$ cat config.mk
export PLATFORM = sky130hd
export DESIGN_NAME = hbram_axi_bridge
export DESIGN_NICKNAME = d
export VERILOG_FILES = /design/src/hbram_pkg.sv /design/src/hbram_burst_if.sv /design/src/hbram_axi_bridge.sv /design/src/hbram_burst_fsm.sv /design/src/hbram_rd_path.sv /design/src/hbram_sync_fifo.sv /design/src/hbram_wr_path.sv
export SDC_FILE = /design/constraint.sdc
export NUM_CORES = 2
export LEC_CHECK = 0
export BUFFER_PORTS_ARGS = -buffer_cell sky130_fd_sc_hd__buf_2
export CELL_PAD_IN_SITES_DETAIL_PLACEMENT = 1
export CELL_PAD_IN_SITES_GLOBAL_PLACEMENT = 1
export CORE_ASPECT_RATIO = 0.8
export CORE_MARGIN = 1.5
export CORE_UTILIZATION = 50
export CTS_BUF_LIST = sky130_fd_sc_hd__clkbuf_2
export DETAILED_ROUTE_END_ITERATION = 7
export GPL_TIMING_DRIVEN = 0
export PLACE_DENSITY_LB_ADDON = 0.1
export RECOVER_POWER = 25
export SLEW_MARGIN = 20
export SYNTH_ARGS = -nofsm -noshare
export SYNTH_HDL_FRONTEND = slang
export SYNTH_SLANG_ARGS = --single-unit
$ cat constraint.sdc
create_clock -name ram_clk -period 13.77 [get_ports ram_clk]
set_input_delay 2.754 -clock ram_clk [delete_from_list [all_inputs] [get_ports ram_clk]]
set_output_delay 2.754 -clock ram_clk [all_outputs]
set_load 0.02 [all_outputs]
$ cat src/hbram_pkg.sv
// bridge widths, depths, burst FSM state encoding and transfer-size mask helpers
package hbram_pkg;

	localparam int AXI_DBW    = 32;
	localparam int AXI_STRBW  = AXI_DBW/8;
	localparam int AXI_AW     = 32;
	localparam int ID_W       = 8;
	localparam int LEN_W      = 8;
	localparam int RAM_DBW    = 8;
	localparam int RAM_WW     = RAM_DBW*2;
	localparam int RAM_MW     = RAM_DBW/4;
	localparam int RAM_ABW    = 25;
	localparam int C_RATIO    = AXI_DBW/RAM_WW;
	localparam int BEAT_CNT_W = 5;
	localparam int WORD_CNT_W = BEAT_CNT_W+1;
	localparam int MAX_BEATS  = 16;
	localparam int CMD_DEPTH  = 4;
	localparam int DATA_DEPTH = 32;
	localparam int DATA_CNT_W = $clog2(DATA_DEPTH+1);
	// {id, len, size, burst, write, addr}
	localparam int CMD_W      = ID_W+LEN_W+3+2+1+AXI_AW;

	typedef enum logic [3:0] {
		ST_IDLE,
		ST_POP,
		ST_DECODE,
		ST_WR_FILL,
		ST_WR_XFER,
		ST_WR_RSP,
		ST_RD_XFER,
		ST_RD_DRAIN
	} burst_state_t;

	function automatic logic [AXI_DBW-1:0] size_data_mask(input logic [2:0] size);
		case (size)
			3'd0:    return {{(AXI_DBW-8){1'b0}}, {8{1'b1}}};
			3'd1:    return {{(AXI_DBW-16){1'b0}}, {16{1'b1}}};
			default: return {AXI_DBW{1'b1}};
		endcase
	endfunction

	function automatic logic [AXI_STRBW-1:0] size_strb_mask(input logic [2:0] size);
		case (size)
			3'd0:    return {{(AXI_STRBW-1){1'b0}}, 1'b1};
			3'd1:    return {{(AXI_STRBW-2){1'b0}}, 2'b11};
			default: return {AXI_STRBW{1'b1}};
		endcase
	endfunction

	// low byte-address bits below the transfer size
	function automatic logic [AXI_AW-1:0] size_align_mask(input logic [2:0] size);
		case (size)
			3'd0:    return '0;
			3'd1:    return AXI_AW'(1);
			default: return AXI_AW'(3);
		endcase
	endfunction

endpackage

$ cat src/hbram_burst_if.sv
// control interface between the burst sequencer and the write and read data paths
`timescale 1ns/1ns

interface hbram_burst_if import hbram_pkg::*; ();

	logic                  wr_fill;
	logic                  wr_xfer;
	logic                  rd_xfer;
	logic [BEAT_CNT_W-1:0] beats;
	logic [2:0]            size;
	logic                  wr_buffered;
	logic                  wr_done;
	// final RAM word of a read captured
	logic                  rd_final;
	logic                  rd_done;

	modport seq (
		output wr_fill, wr_xfer, rd_xfer, beats, size,
		input  wr_buffered, wr_done, rd_final, rd_done
	);

	modport wr (
		input  wr_fill, wr_xfer, beats, size,
		output wr_buffered, wr_done
	);

	modport rd (
		input  rd_xfer, beats, size,
		output rd_final, rd_done
	);

endinterface

$ cat src/hbram_axi_bridge.sv
// AXI to HyperRAM controller bridge top: command FIFO, sequencer, write and read paths
`timescale 1ns/1ns

module hbram_axi_bridge import hbram_pkg::*;
(
	input  logic                 ram_clk,
	input  logic                 ram_rstn,
	input  logic                 io_arw_valid_i,
	output logic                 io_arw_ready_o,
	input  logic [AXI_AW-1:0]    io_arw_addr_i,
	input  logic [ID_W-1:0]      io_arw_id_i,
	input  logic [LEN_W-1:0]     io_arw_len_i,
	input  logic [2:0]           io_arw_size_i,
	input  logic [1:0]           io_arw_burst_i,
	input  logic                 io_arw_write_i,
	input  logic                 io_w_valid_i,
	output logic                 io_w_ready_o,
	input  logic [AXI_DBW-1:0]   io_w_data_i,
	input  logic [AXI_STRBW-1:0] io_w_strb_i,
	input  logic                 io_w_last_i,
	input  logic [ID_W-1:0]      io_w_id_i,
	output logic                 io_b_valid_o,
	input  logic                 io_b_ready_i,
	output logic [ID_W-1:0]      io_b_id_o,
	output logic                 io_r_valid_o,
	input  logic                 io_r_ready_i,
	output logic [AXI_DBW-1:0]   io_r_data_o,
	output logic [ID_W-1:0]      io_r_id_o,
	output logic [1:0]           io_r_resp_o,
	output logic                 io_r_last_o,
	output logic                 h_req_o,
	output logic                 h_last_o,
	output logic [RAM_ABW-1:0]   h_addr_o,
	output logic                 h_btype_o,
	output logic                 h_rwen_o,
	input  logic                 h_mrdy_i,
	output logic [RAM_MW-1:0]    h_wdm_o,
	output logic [RAM_WW-1:0]    h_wdata_o,
	input  logic                 h_wrdy_i,
	input  logic [RAM_WW-1:0]    h_rdata_i,
	input  logic                 h_rdav_i
);

	logic             cmd_push;
	logic             cmd_pop;
	logic             cmd_empty;
	logic             cmd_full;
	logic [CMD_W-1:0] cmd_dout;
	logic             w_last_hs;
	logic             h_last_w;
	logic             h_last_r;

	hbram_burst_if burst ();

	assign io_arw_ready_o = !cmd_full && h_mrdy_i;
	assign cmd_push       = io_arw_valid_i && io_arw_ready_o;
	assign w_last_hs      = io_w_valid_i && io_w_ready_o && io_w_last_i;
	assign h_last_o       = h_last_w || h_last_r;
	assign io_r_resp_o    = 2'b00;

	hbram_sync_fifo #(
		.WIDTH (CMD_W),
		.DEPTH (CMD_DEPTH)
	) cmd_fifo_i (
		.ram_clk  (ram_clk),
		.ram_rstn (ram_rstn),
		.push_i   (cmd_push),
		.din_i    ({io_arw_id_i, io_arw_len_i, io_arw_size_i, io_arw_burst_i,
			io_arw_write_i, io_arw_addr_i}),
		.pop_i    (cmd_pop),
		.dout_o   (cmd_dout),
		.empty_o  (cmd_empty),
		.full_o   (cmd_full),
		.count_o  ()
	);

	hbram_burst_fsm burst_fsm_i (
		.ram_clk      (ram_clk),
		.ram_rstn     (ram_rstn),
		.cmd_empty_i  (cmd_empty),
		.cmd_pop_o    (cmd_pop),
		.cmd_i        (cmd_dout),
		.burst        (burst.seq),
		.h_req_o      (h_req_o),
		.h_addr_o     (h_addr_o),
		.h_rwen_o     (h_rwen_o),
		.h_btype_o    (h_btype_o),
		.w_id_i       (io_w_id_i),
		.w_last_hs_i  (w_last_hs),
		.io_b_valid_o (io_b_valid_o),
		.io_b_ready_i (io_b_ready_i),
		.io_b_id_o    (io_b_id_o),
		.r_id_o       (io_r_id_o)
	);

	hbram_wr_path wr_path_i (
		.ram_clk      (ram_clk),
		.ram_rstn     (ram_rstn),
		.burst        (burst.wr),
		.io_w_valid_i (io_w_valid_i),
		.io_w_ready_o (io_w_ready_o),
		.io_w_data_i  (io_w_data_i),
		.io_w_strb_i  (io_w_strb_i),
		.h_wrdy_i     (h_wrdy_i),
		.h_wdata_o    (h_wdata_o),
		.h_wdm_o      (h_wdm_o),
		.h_last_w_o   (h_last_w)
	);

	hbram_rd_path rd_path_i (
		.ram_clk      (ram_clk),
		.ram_rstn     (ram_rstn),
		.burst        (burst.rd),
		.h_rdav_i     (h_rdav_i),
		.h_rdata_i    (h_rdata_i),
		.h_last_r_o   (h_last_r),
		.io_r_valid_o (io_r_valid_o),
		.io_r_ready_i (io_r_ready_i),
		.io_r_data_o  (io_r_data_o),
		.io_r_last_o  (io_r_last_o)
	);

endmodule

$ cat src/hbram_burst_fsm.sv
// burst sequencer: command decode, RAM request fields and the write-response channel
`timescale 1ns/1ns

module hbram_burst_fsm import hbram_pkg::*;
(
	input  logic               ram_clk,
	input  logic               ram_rstn,
	input  logic               cmd_empty_i,
	output logic               cmd_pop_o,
	input  logic [CMD_W-1:0]   cmd_i,
	hbram_burst_if.seq         burst,
	output logic               h_req_o,
	output logic [RAM_ABW-1:0] h_addr_o,
	output logic               h_rwen_o,
	output logic               h_btype_o,
	input  logic [ID_W-1:0]    w_id_i,
	input  logic               w_last_hs_i,
	output logic               io_b_valid_o,
	input  logic               io_b_ready_i,
	output logic [ID_W-1:0]    io_b_id_o,
	output logic [ID_W-1:0]    r_id_o
);

	burst_state_t      state_q;
	burst_state_t      state_d;
	logic [CMD_W-1:0]  cmd_q;
	logic [AXI_AW-1:0] cmd_addr;
	logic              cmd_write;
	logic [1:0]        cmd_burst;
	logic [2:0]        cmd_size;
	logic [LEN_W-1:0]  cmd_len;
	logic [ID_W-1:0]   cmd_id;
	logic [AXI_AW-1:0] aligned_addr;

	assign {cmd_id, cmd_len, cmd_size, cmd_burst, cmd_write, cmd_addr} = cmd_q;
	assign aligned_addr = cmd_addr & ~size_align_mask(cmd_size);

	////////////////////////////////////////////////////////////////////////////
	// state sequence
	always_ff @(posedge ram_clk or negedge ram_rstn)
	begin
		if (!ram_rstn)
			state_q <= ST_IDLE;
		else
			state_q <= state_d;
	end

	always_comb
	begin
		state_d = state_q;
		case (state_q)
			ST_IDLE:     if (!cmd_empty_i) state_d = ST_POP;
			ST_POP:      state_d = ST_DECODE;
			ST_DECODE:   state_d = cmd_write ? ST_WR_FILL : ST_RD_XFER;
			ST_WR_FILL:  if (burst.wr_buffered) state_d = ST_WR_XFER;
			ST_WR_XFER:  if (burst.wr_done) state_d = ST_WR_RSP;
			ST_WR_RSP:   if (io_b_ready_i) state_d = ST_IDLE;
			ST_RD_XFER:  if (burst.rd_final) state_d = ST_RD_DRAIN;
			ST_RD_DRAIN: if (burst.rd_done) state_d = ST_IDLE;
			default:     state_d = ST_IDLE;
		endcase
	end

	////////////////////////////////////////////////////////////////////////////
	// command capture and decode
	always_ff @(posedge ram_clk)
	begin
		if (state_q == ST_POP)
			cmd_q <= cmd_i;
	end

	always_ff @(posedge ram_clk or negedge ram_rstn)
	begin
		if (!ram_rstn)
		begin
			h_addr_o    <= '0;
			h_rwen_o    <= 1'b0;
			h_btype_o   <= 1'b1;
			burst.beats <= '0;
			burst.size  <= '0;
			r_id_o      <= '0;
		end
		else if (state_q == ST_DECODE)
		begin
			h_addr_o    <= aligned_addr[RAM_ABW:1];
			h_rwen_o    <= !cmd_write;
			// only WRAP gives a wrapped RAM burst
			h_btype_o   <= (cmd_burst != 2'b10);
			burst.beats <= BEAT_CNT_W'(cmd_len) + 1'b1;
			burst.size  <= cmd_size;
			r_id_o      <= cmd_id;
		end
	end

	// B id follows the W channel, not the command
	always_ff @(posedge ram_clk)
	begin
		if (w_last_hs_i)
			io_b_id_o <= w_id_i;
	end

	assign cmd_pop_o     = (state_q == ST_POP);
	assign burst.wr_fill = (state_q == ST_WR_FILL);
	assign burst.wr_xfer = (state_q == ST_WR_XFER);
	assign burst.rd_xfer = (state_q == ST_RD_XFER);
	assign h_req_o       = burst.wr_xfer || burst.rd_xfer;
	assign io_b_valid_o  = (state_q == ST_WR_RSP);

	assert property (@(posedge ram_clk) disable iff (!ram_rstn)
		h_req_o |-> (h_rwen_o ? state_q == ST_RD_XFER : state_q == ST_WR_XFER));

endmodule

$ cat src/hbram_rd_path.sv
// read path: RAM word join into AXI beats, read buffering and the R channel
`timescale 1ns/1ns

module hbram_rd_path import hbram_pkg::*;
(
	input  logic               ram_clk,
	input  logic               ram_rstn,
	hbram_burst_if.rd          burst,
	input  logic               h_rdav_i,
	input  logic [RAM_WW-1:0]  h_rdata_i,
	output logic               h_last_r_o,
	output logic               io_r_valid_o,
	input  logic               io_r_ready_i,
	output logic [AXI_DBW-1:0] io_r_data_o,
	output logic               io_r_last_o
);

	logic                  rd_go;
	logic                  word_final;
	logic                  r_push;
	logic                  r_pop;
	logic                  r_empty;
	logic [RAM_WW-1:0]     lo_q;
	logic [AXI_DBW:0]      r_dout;
	logic [WORD_CNT_W-1:0] word_cnt;

	assign rd_go      = burst.rd_xfer && h_rdav_i;
	assign word_final = (word_cnt == WORD_CNT_W'(burst.beats*C_RATIO - 1));
	// odd word completes a beat
	assign r_push     = rd_go && word_cnt[0];

	always_ff @(posedge ram_clk or negedge ram_rstn)
	begin
		if (!ram_rstn)
		begin
			word_cnt   <= '0;
			h_last_r_o <= 1'b0;
		end
		else
		begin
			if (!burst.rd_xfer)
				word_cnt <= '0;
			else if (rd_go)
				word_cnt <= word_cnt + 1'b1;
			h_last_r_o <= rd_go && word_final;
		end
	end

	always_ff @(posedge ram_clk)
	begin
		if (rd_go && !word_cnt[0])
			lo_q <= h_rdata_i;
	end

	assign burst.rd_final = rd_go && word_final;

	////////////////////////////////////////////////////////////////////////////
	// beat buffer, {last, data}
	hbram_sync_fifo #(
		.WIDTH (AXI_DBW+1),
		.DEPTH (DATA_DEPTH)
	) r_fifo_i (
		.ram_clk  (ram_clk),
		.ram_rstn (ram_rstn),
		.push_i   (r_push),
		.din_i    ({word_final, h_rdata_i, lo_q}),
		.pop_i    (r_pop),
		.dout_o   (r_dout),
		.empty_o  (r_empty),
		.full_o   (),
		.count_o  ()
	);

	assign io_r_valid_o  = !r_empty;
	assign io_r_data_o   = r_dout[AXI_DBW-1:0] & size_data_mask(burst.size);
	assign io_r_last_o   = io_r_valid_o && r_dout[AXI_DBW];
	assign r_pop         = io_r_valid_o && io_r_ready_i;
	assign burst.rd_done = r_pop && r_dout[AXI_DBW];

endmodule

$ cat src/hbram_sync_fifo.sv
// synchronous first-word-fall-through FIFO with occupancy count
`timescale 1ns/1ns

module hbram_sync_fifo #(
	parameter int WIDTH = 8,
	parameter int DEPTH = 4
) (
	input  logic                       ram_clk,
	input  logic                       ram_rstn,
	input  logic                       push_i,
	input  logic [WIDTH-1:0]           din_i,
	input  logic                       pop_i,
	output logic [WIDTH-1:0]           dout_o,
	output logic                       empty_o,
	output logic                       full_o,
	output logic [$clog2(DEPTH+1)-1:0] count_o
);

	logic [WIDTH-1:0]         mem [DEPTH];
	logic [$clog2(DEPTH)-1:0] wr_ptr;
	logic [$clog2(DEPTH)-1:0] rd_ptr;

	always_ff @(posedge ram_clk)
	begin
		if (push_i)
			mem[wr_ptr] <= din_i;
	end

	// pointers wrap on their own, DEPTH is a power of two
	always_ff @(posedge ram_clk or negedge ram_rstn)
	begin
		if (!ram_rstn)
		begin
			wr_ptr  <= '0;
			rd_ptr  <= '0;
			count_o <= '0;
		end
		else
		begin
			if (push_i)
				wr_ptr <= wr_ptr + 1'b1;
			if (pop_i)
				rd_ptr <= rd_ptr + 1'b1;
			if (push_i && !pop_i)
				count_o <= count_o + 1'b1;
			else if (pop_i && !push_i)
				count_o <= count_o - 1'b1;
		end
	end

	assign dout_o  = mem[rd_ptr];
	assign empty_o = (count_o == 0);
	assign full_o  = (count_o == DEPTH);

	assert property (@(posedge ram_clk) disable iff (!ram_rstn) push_i |-> !full_o);
	assert property (@(posedge ram_clk) disable iff (!ram_rstn) pop_i |-> !empty_o);

endmodule

$ cat src/hbram_wr_path.sv
// write path: W beat masking and buffering, split into RAM words, write last flag
`timescale 1ns/1ns

module hbram_wr_path import hbram_pkg::*;
(
	input  logic                 ram_clk,
	input  logic                 ram_rstn,
	hbram_burst_if.wr            burst,
	input  logic                 io_w_valid_i,
	output logic                 io_w_ready_o,
	input  logic [AXI_DBW-1:0]   io_w_data_i,
	input  logic [AXI_STRBW-1:0] io_w_strb_i,
	input  logic                 h_wrdy_i,
	output logic [RAM_WW-1:0]    h_wdata_o,
	output logic [RAM_MW-1:0]    h_wdm_o,
	output logic                 h_last_w_o
);

	logic                         w_push;
	logic                         w_pop;
	logic [DATA_CNT_W-1:0]        w_count;
	logic [AXI_STRBW+AXI_DBW-1:0] w_dout;
	logic [AXI_DBW-1:0]           beat_data;
	logic [AXI_STRBW-1:0]         beat_strb;
	logic [WORD_CNT_W-1:0]        word_cnt;
	logic                         word_go;
	logic                         word_final;

	assign io_w_ready_o      = burst.wr_fill && (w_count < DATA_CNT_W'(burst.beats));
	assign w_push            = io_w_valid_i && io_w_ready_o;
	assign burst.wr_buffered = (w_count == DATA_CNT_W'(burst.beats));

	hbram_sync_fifo #(
		.WIDTH (AXI_STRBW+AXI_DBW),
		.DEPTH (DATA_DEPTH)
	) w_fifo_i (
		.ram_clk  (ram_clk),
		.ram_rstn (ram_rstn),
		.push_i   (w_push),
		.din_i    ({io_w_strb_i & size_strb_mask(burst.size),
			io_w_data_i & size_data_mask(burst.size)}),
		.pop_i    (w_pop),
		.dout_o   (w_dout),
		.empty_o  (),
		.full_o   (),
		.count_o  (w_count)
	);

	////////////////////////////////////////////////////////////////////////////
	// word split, low half first
	assign {beat_strb, beat_data} = w_dout;
	assign word_go    = burst.wr_xfer && h_wrdy_i;
	assign word_final = (word_cnt == WORD_CNT_W'(burst.beats*C_RATIO - 1));
	assign w_pop      = word_go && word_cnt[0];

	always_ff @(posedge ram_clk or negedge ram_rstn)
	begin
		if (!ram_rstn)
			word_cnt <= '0;
		else if (!burst.wr_xfer)
			word_cnt <= '0;
		else if (word_go)
			word_cnt <= word_cnt + 1'b1;
	end

	assign h_wdata_o = beat_data[word_cnt[0]*RAM_WW +: RAM_WW];
	// mask is active high on the RAM side
	assign h_wdm_o   = word_go ? ~beat_strb[word_cnt[0]*RAM_MW +: RAM_MW] : {RAM_MW{1'b1}};

	assign h_last_w_o    = word_go && word_final;
	assign burst.wr_done = word_go && word_final;

endmodule

==> summary.txt <==
Run status
  • Status: complete, but fails checks
  • Violated checks: capacitance limit, slew limit

Die
  • Core area: 193000 um^2
  • I/O pin cnt: 226
  • FP Rows: 144
  • Die Span Y: 398 um
  • Die X: 497 um
  • Die ar.: 198000 um^2
  • Initial Util: 50.5%

Cells and area
  • Final net count: 5342
  • Post-route cell area: 111000 um^2
  • Most frequent cells in the layout: edfxtp_1 (2452), clkbuf_2 (919), mux4_2 (724)
  • Share of layout cells above drive strength 1: 39.3%
  • P&R area growth vs syn: 14.3%
  • Most common cell after layout, fill and taps aside: edfxtp_1

GRT
  • Gr usage total: 27.8%
  • First-pass GRT wire length: 381000 um
  • Vias in the first global route: 52847
  • Initial antenna violation count: 27
  • Total congestion overflow: 0
  • Largest net degree at the start of global routing: 53

Route
  • Final WL: 270000 um
  • Post-DR wirelength/cell: 32.9 um
  • DRC errors left: 0
  • Vias per std cell: 6.06
  • DR iter-0 viols: 5812
  • DR pass1 iterations: 6
  • Via count: 49704
  • Final ANT Viol Nets: 0

STA
  • Final hold violation count: 0
  • Hold slack: 0.425 ns
  • Final slew viol count: 338
  • Min Clock Period, post-route: 8.47 ns
  • Final setup fails: 0
  • Max Clk Rate: 118 MHz
  • Least-Margin Pin Slew: 3.49 ns
  • Fin crit share: 61.5%
  • Setup TNS after final layout: 0 ns
  • Setup Skew: 0.151 ns
  • Slew headroom: -133%
  • RSZ-0062 raised after global routing: no

Power and ir drop
  • Leakage power: 36.5 nW
  • Peak VDD IR: 0.0813 mV
  • Pwr Total: 13.6 mW
  • Power Density: 122 nW/um^2

Synth
  • Post-synth EDFFs: 2452
  • Synth cell types: 57
  • Top cells by area, synth: edfxtp_1 (76%), mux4_2 (17%), dfrtp_1 (2.5%), nand2_1 (0.65%), nor2_1 (0.49%)
  • Ys async rst share: 3.84%
  • Sequential area share after synthesis: 78.1%
  • Area of the mapped netlist: 97400 um^2
  • Cells after Synth: 4163
  • Ys Warns: 0
  • Avg Inst Size Synth: 23.4 um^2
  • Area leader, netlist: edfxtp_1
  • Post-synthesis register bit count: 2550
  • Prevailing post-synth register cell: edfxtp_1
  • Area share of the largest cell type after synthesis: 75.6%

Setup path
  • CP endpoint kind: output pin
  • Startpoint types: flop
  • Crit path DAT: 5.72 ns
  • Critical path fanouts, max: 10
  • Crit Path Class: reg2out
  • Worst Setup SP: wr_path_i.w_fifo_i.rd_ptr[1]
  • Critical Path RT: 11.02 ns
  • R2r startpoint: burst_fsm_i.burst.beats[3]

Place
  • Placed Area: 106000 um^2
  • IO Port Bufs: 211
  • Post-DP HPWL: 180000 um
  • GPL Wtd Cong: 0.770

Clock tree
  • CTS Buffer Depth: 4
  • CTS tree: yes
  • CTS Hold Bufs: 0
  • Clk sink count: 2550
  • Post-CTS Setup Bufs: 0
  • CTS Buf Count: 628
  • Register clock-pin slew on the reported worst setup and hold paths: 0.11 ns
  • Clock Latency Late Sink: 1.97 ns
  • CTS root buf: clkbuf_2
  • PostCTS Resize Cnt: 0
  • CTS H-tree lvls: 6

Min path
  • Worst Hold Class: reg2reg
  • Hold Startpoint: burst_fsm_i.cmd_q[22]

Flow run
  • Max cap viols: 10
-- layout make-up --
type	instances	area, um^2
flip-flops and latches	2550	76100
inverters	26	97.6
clock inverters	173	890
clock buffers	902	4510
fillers	16780	81800
repair buffers	387	4610
diodes	17	42.5
multi-input cells	1381	21000
well taps	2555	3200
plain buffers	207	931
-- where the power goes --
| part | leakage, nW | internal [mW] | switching [mW] |
|---|---|---|---|
| combinational | 8.62 | 0.0513 | 0.116 |
| sequential | 23.7 | 8.48 | 0.0193 |
| clock | 4.22 | 1.89 | 3.05 |
-- synth_stat cells, drive strengths merged, types with 23 or more instances --
| library cell | number |
|---|---|
| o21ai | 24 |
| mux4 | 724 |
| mux2i | 44 |
| nor2 | 128 |
| clkbuf | 101 |
| a22oi | 23 |
| inv | 26 |
| ha | 34 |
| buf | 106 |
| edfxtp | 2452 |
| dfrtp | 97 |
| nor2b | 34 |
| nand2 | 168 |
| xnor2 | 37 |
-- flip-flops by register name (all words and copies together), names as in the netlist, 6 cells and up --
| name | count |
|---|---|
| wr_path_i.w_fifo_i.mem | 1152 |
| rd_path_i.r_fifo_i.mem | 1056 |
| cmd_fifo_i.mem | 176 |
| burst_fsm_i.cmd_q | 44 |
| burst_fsm_i.h_addr_o | 25 |
| rd_path_i.lo_q | 16 |
| burst_fsm_i.io_b_id_o | 8 |
| burst_fsm_i.r_id_o | 8 |
| rd_path_i.r_fifo_i.count_o | 6 |
| rd_path_i.word_cnt | 6 |
| wr_path_i.w_fifo_i.count_o | 6 |
| wr_path_i.word_cnt | 6 |
-- metal layers --
layer	track usage, %	wire [um]	vias up
met5	0	141	-
met4	7.58	5700	22
met3	9.43	29600	390
met2	40.3	122000	2697
met1	40.5	113000	26602
li1	-	-	19993
-- per-stage QoR --
step           utilization [%]  setup slack, ns  instances
6_report                  57.7             5.30       8198
5_1_grt                   57.6             5.03       8195
3_3_place_gp              52.7             4.58       6930
4_1_cts                   57.7             4.93       8173
2_1_floorplan                -             7.19       4164
3_5_place_dp              54.9             6.72       7098
-- cell families after synthesis --
group | share of synthesized area (%)
flip-flops | 78.1
XOR/XNOR | 0.526
AND/OR/NAND/NOR | 1.87
adder cells (fa/ha/maj) | 0.498
AO/OA/AOI/OAI | 0.652
buffers and inverters | 1.03
other | 0.00385
multiplexers | 17.3
-- critical path: stages, from the launching register on --
cell and delay [ns]:
dfrtp_1 0.39, buf_2 0.46, clkbuf_1 0.40, clkbuf_1 0.85
mux4_2 0.41, mux4_2 0.47, a22oi_1 0.33, nand2_1 0.24
buf_2 0.22
-- worst paths after layout --
| path | endpoint | slack [ns] | cells past startpoint |
|---|---|---|---|
| min in group asynchronous | burst_fsm_i.h_addr_o[23] | 1.95 | 1 |
| setup / recovery | h_wdata_o[8] | 5.30 | 8 |
| hold / removal | burst_fsm_i.h_addr_o[21] | 0.42 | 2 |
| setup reg to reg | wr_path_i.w_fifo_i.mem[19][8] | 9.42 | 9 |
| hold reg to reg | burst_fsm_i.h_addr_o[21] | 0.42 | 2 |
| max in group asynchronous | rd_path_i.word_cnt[2] | 7.63 | 2 |
Power figures use the tool's default switching activity.
